`src/hdl/touch_cfg.svh`:
```
//==========================================================================
// host command bytes, frame tags and MPR121 register map
// recommended setup table and read-back hold time
//==========================================================================
`ifndef TOUCH_CFG_SVH
`define TOUCH_CFG_SVH

// host command bytes
`define TOUCH_CMD_RUN        8'h52 // 'R'
`define TOUCH_CMD_STOP       8'h53 // 'S'
`define TOUCH_CMD_READ_REG   8'h6D // 'm'

// frame tags
`define TOUCH_TAG_STATUS     8'hBB
`define TOUCH_TAG_READBACK   8'h6D

// MPR121 registers
`define MPR_STATUS0_ADDR     8'h00 // ele0..ele7
`define MPR_STATUS1_ADDR     8'h01 // ele8..ele11 in low nibble
`define MPR_ELE_CONFIG_ADDR  8'h5E
`define MPR_ELE_RUN_VALUE    8'h8F // all 12 electrodes scanning
`define MPR_ELE_STOP_VALUE   8'h00

// setup table in write order
`define MPR_SETUP_LEN        14
`define MPR_SETUP_ADDR_0     8'h2B // MHD rising
`define MPR_SETUP_DATA_0     8'h01
`define MPR_SETUP_ADDR_1     8'h2C // NHD rising
`define MPR_SETUP_DATA_1     8'h01
`define MPR_SETUP_ADDR_2     8'h2D // NCL rising
`define MPR_SETUP_DATA_2     8'h0E
`define MPR_SETUP_ADDR_3     8'h2E // FDL rising
`define MPR_SETUP_DATA_3     8'h00
`define MPR_SETUP_ADDR_4     8'h2F // MHD falling
`define MPR_SETUP_DATA_4     8'h01
`define MPR_SETUP_ADDR_5     8'h30 // NHD falling
`define MPR_SETUP_DATA_5     8'h05
`define MPR_SETUP_ADDR_6     8'h31 // NCL falling
`define MPR_SETUP_DATA_6     8'h01
`define MPR_SETUP_ADDR_7     8'h32 // FDL falling
`define MPR_SETUP_DATA_7     8'h00
`define MPR_SETUP_ADDR_8     8'h33 // NHD touched
`define MPR_SETUP_DATA_8     8'h00
`define MPR_SETUP_ADDR_9     8'h34 // NCL touched
`define MPR_SETUP_DATA_9     8'h00
`define MPR_SETUP_ADDR_10    8'h35 // FDL touched
`define MPR_SETUP_DATA_10    8'h00
`define MPR_SETUP_ADDR_11    8'h5B // debounce
`define MPR_SETUP_DATA_11    8'h00
`define MPR_SETUP_ADDR_12    8'h5C // filter / CDC config
`define MPR_SETUP_DATA_12    8'h10
`define MPR_SETUP_ADDR_13    8'h5D // filter / CDT config
`define MPR_SETUP_DATA_13    8'h20

// idle cycles after a single register read
`define MPR_READBACK_HOLD    6

`endif

```
`src/hdl/touch_pkg.sv`:
```
//==========================================================================
// shared types: host opcodes, FSM states, register byte, touch status
// and the 32-bit host frame
//==========================================================================
`include "touch_cfg.svh"

package touch_pkg;

	typedef logic [7:0]  reg_byte_t;     // MPR121 address or data byte
	typedef logic [11:0] touch_status_t; // one bit per electrode

	// host command bytes
	typedef enum logic [7:0] {
		OP_RUN      = `TOUCH_CMD_RUN,
		OP_STOP     = `TOUCH_CMD_STOP,
		OP_READ_REG = `TOUCH_CMD_READ_REG
	} uart_opcode_e;

	// sequencer
	typedef enum logic [2:0] {
		CORE_IDLE,
		CORE_WAIT_INIT, // waiting on agent readiness
		CORE_CHIP_SET,
		CORE_STANDBY,
		CORE_READING
	} core_state_e;

	// MPR121 controller
	typedef enum logic [4:0] {
		MPR_IDLE,
		MPR_SETUP,     // setup table walk
		MPR_RUN,       // scan start write
		MPR_STOP,      // scan stop write
		MPR_READ,      // single register read
		MPR_READ_HOLD,
		MPR_POLL,      // status register poll
		MPR_BUS_EN,    // shared write/read transfer
		MPR_BUS_ACK,
		MPR_BUS_WAIT,
		MPR_ERROR
	} mpr_state_e;

	// host frame, pad byte is always zero
	typedef struct packed {
		reg_byte_t tag;
		reg_byte_t hi;
		reg_byte_t lo;
		reg_byte_t pad;
	} tx_frame_t;

endpackage

```
`src/hdl/uart_cmd_decoder.sv`:
```
//==========================================================================
// host command decoder: run level and register-read requests
//==========================================================================
`timescale 1ns/1ps

module uart_cmd_decoder
	import touch_pkg::*;
(
	input  logic        i_CLK,
	input  logic        i_RST,
	input  logic [15:0] i_uart_rx_data,  // opcode [15:8], reg addr [7:0]
	input  logic        i_uart_rx_valid, // one-cycle pulse
	output logic        o_run_mode,      // set by RUN, cleared by STOP
	output logic        o_read_req,      // one-cycle pulse
	output reg_byte_t   o_read_addr      // held until next read command
);

	logic [15:0]  r_cmd_word; // captured command
	logic         r_cmd_vld;  // decode next cycle
	uart_opcode_e w_opcode;

	assign w_opcode = uart_opcode_e'(r_cmd_word[15:8]);

	// command word and read address
	always_ff @(posedge i_CLK) begin
		if (i_uart_rx_valid)
			r_cmd_word <= i_uart_rx_data;
		if (r_cmd_vld && w_opcode == OP_READ_REG)
			o_read_addr <= r_cmd_word[7:0];
	end

	// capture edge, then decode edge
	always_ff @(posedge i_CLK or posedge i_RST) begin
		if (i_RST) begin
			r_cmd_vld  <= 1'b0;
			o_run_mode <= 1'b0;
			o_read_req <= 1'b0;
		end else begin
			r_cmd_vld  <= i_uart_rx_valid;
			o_read_req <= 1'b0;
			if (r_cmd_vld) begin
				case (w_opcode)
					OP_RUN:      o_run_mode <= 1'b1;
					OP_STOP:     o_run_mode <= 1'b0;
					OP_READ_REG: o_read_req <= 1'b1;
					default:     o_read_req <= 1'b0; // unknown bytes are ignored
				endcase
			end
		end
	end

endmodule

```
`src/hdl/touch_sequencer.sv`:
```
//==========================================================================
// core sequencer: init wait, one-time setup, run and read-back arbitration
//==========================================================================
`timescale 1ns/1ps

module touch_sequencer
	import touch_pkg::*;
(
	input  logic      i_CLK,
	input  logic      i_RST,
	input  logic      i_mpr_init_set, // agent ready
	input  logic      i_run_mode,
	input  logic      i_read_req,
	input  reg_byte_t i_read_addr,
	input  logic      i_setup_done,
	input  logic      i_scan_active,
	input  logic      i_ctrl_idle,
	output logic      o_setup_start,  // pulse
	output logic      o_run_enable,   // level
	output logic      o_read_start,   // pulse
	output reg_byte_t o_start_addr,
	output logic      o_chip_set,
	output logic      o_run_set,
	output logic      o_core_busy
);

	core_state_e r_state;
	logic        r_read_pend; // read request waiting for an idle controller

	// address of the latched read request
	always_ff @(posedge i_CLK) begin
		if (i_read_req)
			o_start_addr <= i_read_addr;
	end

	always_ff @(posedge i_CLK or posedge i_RST) begin
		if (i_RST) begin
			r_state       <= CORE_IDLE;
			r_read_pend   <= 1'b0;
			o_setup_start <= 1'b0;
			o_run_enable  <= 1'b0;
			o_read_start  <= 1'b0;
			o_chip_set    <= 1'b0;
			o_run_set     <= 1'b0;
			o_core_busy   <= 1'b0;
		end else begin
			o_setup_start <= 1'b0;
			o_read_start  <= 1'b0;
			o_chip_set    <= i_setup_done;  // system flags
			o_run_set     <= i_scan_active;
			case (r_state)
				CORE_IDLE: r_state <= CORE_WAIT_INIT;
				CORE_WAIT_INIT: begin
					if (i_mpr_init_set) begin
						o_setup_start <= 1'b1; // only setup request after reset
						r_state       <= CORE_CHIP_SET;
					end
				end
				CORE_CHIP_SET: begin
					if (o_chip_set)
						r_state <= CORE_STANDBY;
				end
				CORE_STANDBY: begin
					o_run_enable <= i_run_mode;
					if (i_run_mode && o_run_set) begin
						o_core_busy <= 1'b1;
						r_state     <= CORE_READING;
					end else if (!i_run_mode && r_read_pend && i_ctrl_idle && !o_run_enable) begin
						o_read_start <= 1'b1; // hand the read to the controller
						r_read_pend  <= 1'b0;
					end
				end
				CORE_READING: begin
					if (!i_run_mode) begin // STOP received
						o_run_enable <= 1'b0;
						o_core_busy  <= 1'b0;
						r_state      <= CORE_STANDBY;
					end
				end
				default: r_state <= CORE_IDLE;
			endcase
			if (i_read_req)
				r_read_pend <= 1'b1; // served once stopped and idle
		end
	end

endmodule

```
`src/hdl/mpr121_controller.sv`:
```
//==========================================================================
// MPR121 controller: setup table, scan start/stop, status polling
// and single register reads over the byte-wide register bus
//==========================================================================
`timescale 1ns/1ps
`include "touch_cfg.svh"

module mpr121_controller
	import touch_pkg::*;
(
	input  logic          i_CLK,
	input  logic          i_RST,
	input  logic          i_setup_start,
	input  logic          i_run_enable,
	input  logic          i_read_start,
	input  reg_byte_t     i_start_addr,   // register for single read
	input  reg_byte_t     i_mpr_data_out, // read data, valid when busy falls
	input  logic          i_mpr_busy,
	input  logic          i_mpr_fail,
	output reg_byte_t     o_mpr_reg_addr,
	output reg_byte_t     o_mpr_data_in,
	output logic          o_mpr_write_en, // one-cycle pulse
	output logic          o_mpr_read_en,  // one-cycle pulse
	output logic          o_setup_done,   // sticky until reset
	output logic          o_scan_active,
	output logic          o_ctrl_idle,
	output touch_status_t o_touch_status,
	output logic          o_status_strobe,
	output logic          o_read_done,
	output reg_byte_t     o_read_data,
	output logic          o_touch_error   // sticky until reset
);

	mpr_state_e r_state;
	mpr_state_e r_caller;   // owner of the current bus transfer
	logic [3:0] r_set_idx;  // setup table index
	logic       r_stat_sel; // 0 status0 next, 1 status1 next
	reg_byte_t  r_stat_lo;  // ele0..ele7
	logic [2:0] r_hold_cnt; // read-back hold
	reg_byte_t  w_tbl_addr;
	reg_byte_t  w_tbl_data;

	assign o_ctrl_idle = (r_state == MPR_IDLE);

	//==========================================================================
	// setup table
	always_comb begin
		case (r_set_idx)
			4'd0:    {w_tbl_addr, w_tbl_data} = {`MPR_SETUP_ADDR_0, `MPR_SETUP_DATA_0};
			4'd1:    {w_tbl_addr, w_tbl_data} = {`MPR_SETUP_ADDR_1, `MPR_SETUP_DATA_1};
			4'd2:    {w_tbl_addr, w_tbl_data} = {`MPR_SETUP_ADDR_2, `MPR_SETUP_DATA_2};
			4'd3:    {w_tbl_addr, w_tbl_data} = {`MPR_SETUP_ADDR_3, `MPR_SETUP_DATA_3};
			4'd4:    {w_tbl_addr, w_tbl_data} = {`MPR_SETUP_ADDR_4, `MPR_SETUP_DATA_4};
			4'd5:    {w_tbl_addr, w_tbl_data} = {`MPR_SETUP_ADDR_5, `MPR_SETUP_DATA_5};
			4'd6:    {w_tbl_addr, w_tbl_data} = {`MPR_SETUP_ADDR_6, `MPR_SETUP_DATA_6};
			4'd7:    {w_tbl_addr, w_tbl_data} = {`MPR_SETUP_ADDR_7, `MPR_SETUP_DATA_7};
			4'd8:    {w_tbl_addr, w_tbl_data} = {`MPR_SETUP_ADDR_8, `MPR_SETUP_DATA_8};
			4'd9:    {w_tbl_addr, w_tbl_data} = {`MPR_SETUP_ADDR_9, `MPR_SETUP_DATA_9};
			4'd10:   {w_tbl_addr, w_tbl_data} = {`MPR_SETUP_ADDR_10, `MPR_SETUP_DATA_10};
			4'd11:   {w_tbl_addr, w_tbl_data} = {`MPR_SETUP_ADDR_11, `MPR_SETUP_DATA_11};
			4'd12:   {w_tbl_addr, w_tbl_data} = {`MPR_SETUP_ADDR_12, `MPR_SETUP_DATA_12};
			4'd13:   {w_tbl_addr, w_tbl_data} = {`MPR_SETUP_ADDR_13, `MPR_SETUP_DATA_13};
			default: {w_tbl_addr, w_tbl_data} = 16'h0000;
		endcase
	end

	//==========================================================================
	// controller FSM
	always_ff @(posedge i_CLK or posedge i_RST) begin
		if (i_RST) begin
			r_state         <= MPR_IDLE;
			r_caller        <= MPR_IDLE;
			r_set_idx       <= '0;
			r_stat_sel      <= 1'b0;
			r_stat_lo       <= '0;
			r_hold_cnt      <= '0;
			o_mpr_reg_addr  <= '0;
			o_mpr_data_in   <= '0;
			o_mpr_write_en  <= 1'b0;
			o_mpr_read_en   <= 1'b0;
			o_setup_done    <= 1'b0;
			o_scan_active   <= 1'b0;
			o_touch_status  <= '0;
			o_status_strobe <= 1'b0;
			o_read_done     <= 1'b0;
			o_read_data     <= '0;
			o_touch_error   <= 1'b0;
		end else begin
			o_mpr_write_en  <= 1'b0; // pulses
			o_mpr_read_en   <= 1'b0;
			o_status_strobe <= 1'b0;
			o_read_done     <= 1'b0;
			case (r_state)
				MPR_IDLE: begin
					if (i_setup_start && !o_setup_done) begin
						r_set_idx <= '0;
						r_state   <= MPR_SETUP;
					end else if (i_read_start)
						r_state <= MPR_READ;
					else if (i_run_enable)
						r_state <= o_scan_active ? MPR_POLL : MPR_RUN; // resume after error
					else if (o_scan_active)
						r_state <= MPR_STOP;
				end
				MPR_SETUP: begin
					if (r_set_idx == 4'(`MPR_SETUP_LEN)) begin
						o_setup_done <= 1'b1;
						r_state      <= MPR_IDLE;
					end else begin
						o_mpr_reg_addr <= w_tbl_addr;
						o_mpr_data_in  <= w_tbl_data;
						r_set_idx      <= r_set_idx + 4'd1;
						r_caller       <= MPR_SETUP;
						r_state        <= MPR_BUS_EN;
					end
				end
				MPR_RUN: begin
					o_mpr_reg_addr <= `MPR_ELE_CONFIG_ADDR;
					o_mpr_data_in  <= `MPR_ELE_RUN_VALUE;
					r_caller       <= MPR_RUN;
					r_state        <= MPR_BUS_EN;
				end
				MPR_STOP: begin
					o_mpr_reg_addr <= `MPR_ELE_CONFIG_ADDR;
					o_mpr_data_in  <= `MPR_ELE_STOP_VALUE;
					r_caller       <= MPR_STOP;
					r_state        <= MPR_BUS_EN;
				end
				MPR_READ: begin
					o_mpr_reg_addr <= i_start_addr;
					r_caller       <= MPR_READ;
					r_state        <= MPR_BUS_EN;
				end
				MPR_POLL: begin
					if (!i_run_enable)
						r_state <= MPR_STOP; // run dropped, disable electrodes
					else begin
						o_mpr_reg_addr <= r_stat_sel ? `MPR_STATUS1_ADDR : `MPR_STATUS0_ADDR;
						r_caller       <= MPR_POLL;
						r_state        <= MPR_BUS_EN;
					end
				end
				MPR_BUS_EN: begin
					if (r_caller == MPR_READ || r_caller == MPR_POLL)
						o_mpr_read_en <= 1'b1;
					else
						o_mpr_write_en <= 1'b1;
					r_state <= MPR_BUS_ACK;
				end
				MPR_BUS_ACK: r_state <= MPR_BUS_WAIT; // agent takes the enable here
				MPR_BUS_WAIT: begin
					if (!i_mpr_busy && i_mpr_fail)
						r_state <= MPR_ERROR;
					else if (!i_mpr_busy) begin
						case (r_caller)
							MPR_SETUP: r_state <= MPR_SETUP;
							MPR_RUN: begin
								o_scan_active <= 1'b1;
								r_stat_sel    <= 1'b0;
								r_state       <= MPR_POLL;
							end
							MPR_STOP: begin
								o_scan_active <= 1'b0;
								r_state       <= MPR_IDLE;
							end
							MPR_READ: begin
								o_read_done <= 1'b1;
								o_read_data <= i_mpr_data_out;
								r_hold_cnt  <= '0;
								r_state     <= MPR_READ_HOLD;
							end
							default: begin // status poll
								if (r_stat_sel) begin
									o_touch_status  <= {i_mpr_data_out[3:0], r_stat_lo};
									o_status_strobe <= 1'b1;
								end else
									r_stat_lo <= i_mpr_data_out;
								r_stat_sel <= !r_stat_sel;
								r_state    <= MPR_POLL;
							end
						endcase
					end
				end
				MPR_READ_HOLD: begin
					if (r_hold_cnt == 3'(`MPR_READBACK_HOLD - 1))
						r_state <= MPR_IDLE;
					else
						r_hold_cnt <= r_hold_cnt + 3'd1;
				end
				MPR_ERROR: begin
					o_touch_error <= 1'b1;
					r_state       <= MPR_IDLE;
				end
				default: r_state <= MPR_IDLE;
			endcase
		end
	end

endmodule

```
`src/hdl/uart_frame_builder.sv`:
```
//==========================================================================
// host frame builder: pending touch and read-back frames, touch first
//==========================================================================
`timescale 1ns/1ps
`include "touch_cfg.svh"

module uart_frame_builder
	import touch_pkg::*;
(
	input  logic          i_CLK,
	input  logic          i_RST,
	input  logic          i_status_strobe,
	input  touch_status_t i_touch_status,
	input  logic          i_read_done,
	input  reg_byte_t     i_read_data,
	input  reg_byte_t     i_read_addr,     // latched by the decoder
	input  logic          i_uart_tx_ready,
	output tx_frame_t     o_uart_tx_data,
	output logic          o_uart_tx_valid
);

	logic          r_touch_pend;
	logic          r_read_pend;
	touch_status_t r_touch;   // latest status only
	reg_byte_t     r_rb_addr;
	reg_byte_t     r_rb_data;

	// frame select, touch has priority
	always_comb begin
		o_uart_tx_data.pad = 8'h00;
		if (r_touch_pend) begin
			o_uart_tx_data.tag = `TOUCH_TAG_STATUS;
			o_uart_tx_data.hi  = {4'h0, r_touch[11:8]};
			o_uart_tx_data.lo  = r_touch[7:0];
		end else begin
			o_uart_tx_data.tag = `TOUCH_TAG_READBACK;
			o_uart_tx_data.hi  = r_rb_addr;
			o_uart_tx_data.lo  = r_rb_data;
		end
	end

	assign o_uart_tx_valid = i_uart_tx_ready && (r_touch_pend || r_read_pend);

	always_ff @(posedge i_CLK) begin
		if (i_status_strobe)
			r_touch <= i_touch_status; // overwrites unsent status
		if (i_read_done) begin
			r_rb_addr <= i_read_addr;
			r_rb_data <= i_read_data;
		end
	end

	always_ff @(posedge i_CLK or posedge i_RST) begin
		if (i_RST) begin
			r_touch_pend <= 1'b0;
			r_read_pend  <= 1'b0;
		end else begin
			if (o_uart_tx_valid && r_touch_pend)
				r_touch_pend <= 1'b0;
			else if (o_uart_tx_valid)
				r_read_pend <= 1'b0;
			if (i_status_strobe)
				r_touch_pend <= 1'b1; // new status beats a release
			if (i_read_done)
				r_read_pend <= 1'b1;
		end
	end

endmodule

```
`src/hdl/touch_sensor_top.sv`:
```
//==========================================================================
// touch front end top: decoder, sequencer, MPR121 controller, frame builder
//==========================================================================
`timescale 1ns/1ps

module touch_sensor_top
	import touch_pkg::*;
(
	input  logic          i_CLK,
	input  logic          i_RST,
	// host link
	input  logic [15:0]   i_uart_rx_data,
	input  logic          i_uart_rx_valid,
	output tx_frame_t     o_uart_tx_data,
	output logic          o_uart_tx_valid,
	input  logic          i_uart_tx_ready,
	// MPR121 register bus
	input  reg_byte_t     i_mpr_data_out,
	output reg_byte_t     o_mpr_reg_addr,
	output reg_byte_t     o_mpr_data_in,
	output logic          o_mpr_write_en,
	output logic          o_mpr_read_en,
	input  logic          i_mpr_init_set,
	input  logic          i_mpr_busy,
	input  logic          i_mpr_fail,
	// system flags
	output logic          o_chip_set,
	output logic          o_run_set,
	output logic          o_core_busy,
	output touch_status_t o_touch_status,
	output logic          o_touch_error
);

	logic      w_run_mode;
	logic      w_read_req;
	reg_byte_t w_read_addr;   // decoder address, paired with read data
	logic      w_setup_start;
	logic      w_run_enable;
	logic      w_read_start;
	reg_byte_t w_start_addr;
	logic      w_setup_done;
	logic      w_scan_active;
	logic      w_ctrl_idle;
	logic      w_status_strobe;
	logic      w_read_done;
	reg_byte_t w_read_data;

	uart_cmd_decoder u_decoder (
		.i_CLK           (i_CLK),
		.i_RST           (i_RST),
		.i_uart_rx_data  (i_uart_rx_data),
		.i_uart_rx_valid (i_uart_rx_valid),
		.o_run_mode      (w_run_mode),
		.o_read_req      (w_read_req),
		.o_read_addr     (w_read_addr)
	);

	touch_sequencer u_sequencer (
		.i_CLK          (i_CLK),
		.i_RST          (i_RST),
		.i_mpr_init_set (i_mpr_init_set),
		.i_run_mode     (w_run_mode),
		.i_read_req     (w_read_req),
		.i_read_addr    (w_read_addr),
		.i_setup_done   (w_setup_done),
		.i_scan_active  (w_scan_active),
		.i_ctrl_idle    (w_ctrl_idle),
		.o_setup_start  (w_setup_start),
		.o_run_enable   (w_run_enable),
		.o_read_start   (w_read_start),
		.o_start_addr   (w_start_addr),
		.o_chip_set     (o_chip_set),
		.o_run_set      (o_run_set),
		.o_core_busy    (o_core_busy)
	);

	mpr121_controller u_mpr (
		.i_CLK           (i_CLK),
		.i_RST           (i_RST),
		.i_setup_start   (w_setup_start),
		.i_run_enable    (w_run_enable),
		.i_read_start    (w_read_start),
		.i_start_addr    (w_start_addr),
		.i_mpr_data_out  (i_mpr_data_out),
		.i_mpr_busy      (i_mpr_busy),
		.i_mpr_fail      (i_mpr_fail),
		.o_mpr_reg_addr  (o_mpr_reg_addr),
		.o_mpr_data_in   (o_mpr_data_in),
		.o_mpr_write_en  (o_mpr_write_en),
		.o_mpr_read_en   (o_mpr_read_en),
		.o_setup_done    (w_setup_done),
		.o_scan_active   (w_scan_active),
		.o_ctrl_idle     (w_ctrl_idle),
		.o_touch_status  (o_touch_status),
		.o_status_strobe (w_status_strobe),
		.o_read_done     (w_read_done),
		.o_read_data     (w_read_data),
		.o_touch_error   (o_touch_error)
	);

	uart_frame_builder u_frames (
		.i_CLK           (i_CLK),
		.i_RST           (i_RST),
		.i_status_strobe (w_status_strobe),
		.i_touch_status  (o_touch_status),
		.i_read_done     (w_read_done),
		.i_read_data     (w_read_data),
		.i_read_addr     (w_read_addr),
		.i_uart_tx_ready (i_uart_tx_ready),
		.o_uart_tx_data  (o_uart_tx_data),
		.o_uart_tx_valid (o_uart_tx_valid)
	);

endmodule

```
`config.mk`:
```
export PLATFORM = sky130hd
export DESIGN_NAME = touch_sensor_top
export DESIGN_NICKNAME = d
export VERILOG_FILES = /design/src/hdl/touch_pkg.sv /design/src/hdl/uart_cmd_decoder.sv /design/src/hdl/touch_sequencer.sv /design/src/hdl/mpr121_controller.sv /design/src/hdl/uart_frame_builder.sv /design/src/hdl/touch_sensor_top.sv
export VERILOG_INCLUDE_DIRS = /design/src /design/src/hdl
export SDC_FILE = /design/constraint.sdc
export NUM_CORES = 1
export LEC_CHECK = 0
export BUFFER_PORTS_ARGS = -buffer_cell sky130_fd_sc_hd__buf_2
export CORE_ASPECT_RATIO = 1.75
export CORE_MARGIN = 2
export CORE_UTILIZATION = 60
export CTS_BUF_LIST = sky130_fd_sc_hd__clkbuf_8
export CTS_CLUSTER_SIZE = 30
export DETAILED_ROUTE_END_ITERATION = 16
export GPL_TIMING_DRIVEN = 1
export PLACE_DENSITY = 0.81
export SETUP_SLACK_MARGIN = 0.3
export SYNTH_ARGS = -nofsm -noshare
export SYNTH_HDL_FRONTEND = slang
export SYNTH_HIERARCHICAL = 1
export SYNTH_SLANG_ARGS = --single-unit
```
`constraint.sdc`:
```
create_clock -name i_CLK -period 3.5 [get_ports i_CLK]
set_clock_uncertainty 0.15 [all_clocks]
set_input_delay 0.175 -clock i_CLK [delete_from_list [all_inputs] [get_ports i_CLK]]
set_output_delay 0.175 -clock i_CLK [all_outputs]
set_load 0.01 [all_outputs]
```
==> impl_metrics.py <==
metrics = {
    "yosys": {
        "yosysTopAreaCellShare_pct": 32.4,
        "synth_cell_types": 65,
        "synth_most_common_cell": "dfrtp_1",
        "synth_edf_count": 60,
        "syn_inst": 462,
        "ys_ff_latch": 139,
        "synthArstFlopShare_pct": 56.8,
        "netlist_area_um2": 6100,
        "synth_area_leaders": "dfrtp_1 32%, edfxtp_1 30%, mux2_2 7.4%",
        "yosysTopAreaCell": "dfrtp_1",
        "syn_area_per_cell_um2": 13.2,
        "ys_seq_area_share_pct": 61.9,
        "yosysWarnings": 6,
        "synth_commonest_cells": "79 x dfrtp_1, 60 x edfxtp_1, 40 x mux2_2",
        "synth_flop_cell": "dfrtp_1",
    },
    "floorplan": {
        "start_util_pct": 61.6,
        "coreArea_um2": 9910,
        "die_y_um": 137,
        "rows": 48,
        "dieArea_um2": 11000,
        "die_w_um": 80.3,
        "io_pins": 98,
    },
    "sta": {
        "tightest_slew_ps": 1280,
        "relSlewSlack_pct": 13.9,
        "rsz0062_at_grt": "false",
        "timing.fmax_ghz": 0.379,
        "fin_crit_ps": 2640,
        "setup_viol": 0,
        "period_share_pct": 75.4,
        "final-max-slew-violation-count": 0,
        "tns_ps": 0,
        "hold_violations": 0,
        "whs_ps": 42.1,
    },
    "clocking": {
        "hold_buffers": 28,
        "cts-htree-levels": 4,
        "cts_buffers": 17,
        "cts_buffer_depth": 2,
        "cts_resized": 0,
        "clock_latency_ps": 440,
        "postCtsSetupBuffers": 0,
        "cts_tree": "done",
        "clkSinkCount": 139,
        "cts-root-buf": "clkbuf_8",
        "clk_pin_slew_ps": 80,
    },
    "setup_path": {
        "end_kind": "flop",
        "path_max_fanout": 21,
        "r2r_start": "u_mpr/r_state[3]",
        "path_cells": "nand4bb_4 -> a211oi_1 -> nor2b_1 -> mux2_2",
        "max_stage_delay_ps": 740,
        "critPathRequiredTime_ps": 3660,
        "setup.worst_path.class": "flop to flop",
        "slowest_stage": "dfrtp_1",
        "critPathLaunch": "u_mpr/r_state[3]",
        "crit_arrival_ps": 2800,
        "cp-start-kind": "flop",
    },
    "flow_run": {
        "drv_cap": 0,
    },
    "detailed_routing": {
        "totalWireLength_um": 13200,
        "first_pass_iters": 4,
        "dr.first_iter.drc_count": 255,
        "postRouteAntennaNets": 0,
        "routedWlPerCell_um": 18.6,
        "num_vias": 4029,
        "drcViolationCount": 0,
        "avgViaCountPerCell": 5.70,
    },
    "global_routing": {
        "grt_pass1_wl_um": 20700,
        "grt_antenna_before_repair": 0,
        "grt_max_degree": 45,
        "overflow": 0,
        "gr-usage-all-layers_pct": 25.7,
        "grt_pass1_vias": 4138,
    },
    "power": {
        "leakage_nw": 3.21,
        "ir_drop_uv": 478,
        "cellPowerDensity_nw_per_um2": 716,
    },
    "cells_and_area": {
        "fin_util_pct": 72.4,
        "top_regs": "u_decoder/r_cmd_word x16, u_frames/r_touch x12, u_mpr/o_touch_status x12",
        "n_antenna_cell": 0,
        "top_register": "u_decoder/r_cmd_word",
        "nets": 609,
        "fin_cells": 707,
        "areaGrowthSynthToFinish_pct": 17.6,
        "drive_above_1_share_pct": 31.1,
        "largest_reg_flops": 16,
        "fillers": 631,
    },
    "min_path": {
        "worst_hold_path_type": "input port to async pin",
    },
    "placement": {
        "placed_cells": 647,
        "place.gp.congestion": 0.930,
        "place_hpwl_um": 8820,
        "numPortBuffers": 85,
    },
    "status": {
        "status": "complete, no violations",
    },
}
-- worst max-delay path, delay by kind of cell, from the launching register on --
kind,cells,cell delay (ps)
flip-flops,1,740
AND/OR/NAND/NOR,2,870
multiplexers,1,420
AO/OA/AOI/OAI,1,330
-- worst paths after layout --
kind                       depth (start not counted)                  endpoint  slack, ps
setup / recovery                                   4        u_mpr/r_stat_lo[1]        860
hold / removal                                     3      u_frames/r_read_pend         40
setup reg to reg                                   4        u_mpr/r_stat_lo[1]        860
hold reg to reg                                    0  u_decoder/o_read_addr[6]        270
max in group asynchronous                          4        u_mpr/r_set_idx[1]       2100
min in group i_CLK                                 4       u_mpr/r_hold_cnt[1]         80
-- cell usage in the layout, fill, tap and decap left out, types with 7 or more instances in the layout --
cell type / count
dfrtp_1: 79
o21ai_0: 11
dlygate4sd3_1: 28
conb_1: 12
a21oi_1: 16
edfxtp_1: 60
nor3_1: 10
inv_1: 27
mux2_4: 8
nand2b_1: 9
nor2b_1: 14
mux2_2: 40
clkbuf_8: 20
ha_1: 9
nand2_1: 17
nor2_1: 26
buf_2: 85
a31oi_1: 8
nand3_1: 10
mux2i_1: 8
a21o_1: 7
-- metal layers --
metal	GRT usage [%]	part of all wire (%)	vias up
li1	-	-	1849
met1	27.3	36	2016
met2	46.5	57	132
met3	6.68	4.0	32
met4	12.1	3.1	0
met5	0	0	-
-- cells by family (layout without fill, tap and decap cells) --
| kind of cell | count (synthesis) | after routing | share of synthesized area, % |
|---|---|---|---|
| compound gates | 76 | 76 | 8.40 |
| fa+ha+maj | 9 | 9 | 1.84 |
| buf+inv | 62 | 173 | 5.74 |
| flops | 139 | 139 | 61.9 |
| mux | 56 | 56 | 10.7 |
| other cells | 3 | 12 | 0.184 |
| simple gates | 117 | 117 | 11.3 |
-- cell type report --
type                       count  area (um^2)  area share, %
sequential                   139         3780           52.6
tap                          125          156           2.18
timing repair buffer         117          736           10.2
multi-input combinational    270         2010           28.0
inverter                      24         90.1           1.25
clock inverter                12          134           1.86
clock buffer                  20          275           3.83
-- metrics by stage --
step           area (um^2)  power, mW  worst slack, ps
3_3_place_gp          6490       3.71             1020
4_1_cts               7180       5.13              918
2_1_floorplan         6140       3.34             1310
5_1_grt               7180       5.40              716
3_5_place_dp          6490       3.77              962
6_report              7180       5.14              862
-- power breakdown --
group          total (mW)  switching, mW  internal [mW]
Combinational        1.52          0.824          0.701
Clock                1.34          0.591          0.748
Sequential           2.28          0.323           1.96
Total                5.14           1.74           3.40
Note: power is estimated with default switching activity, not from simulation.
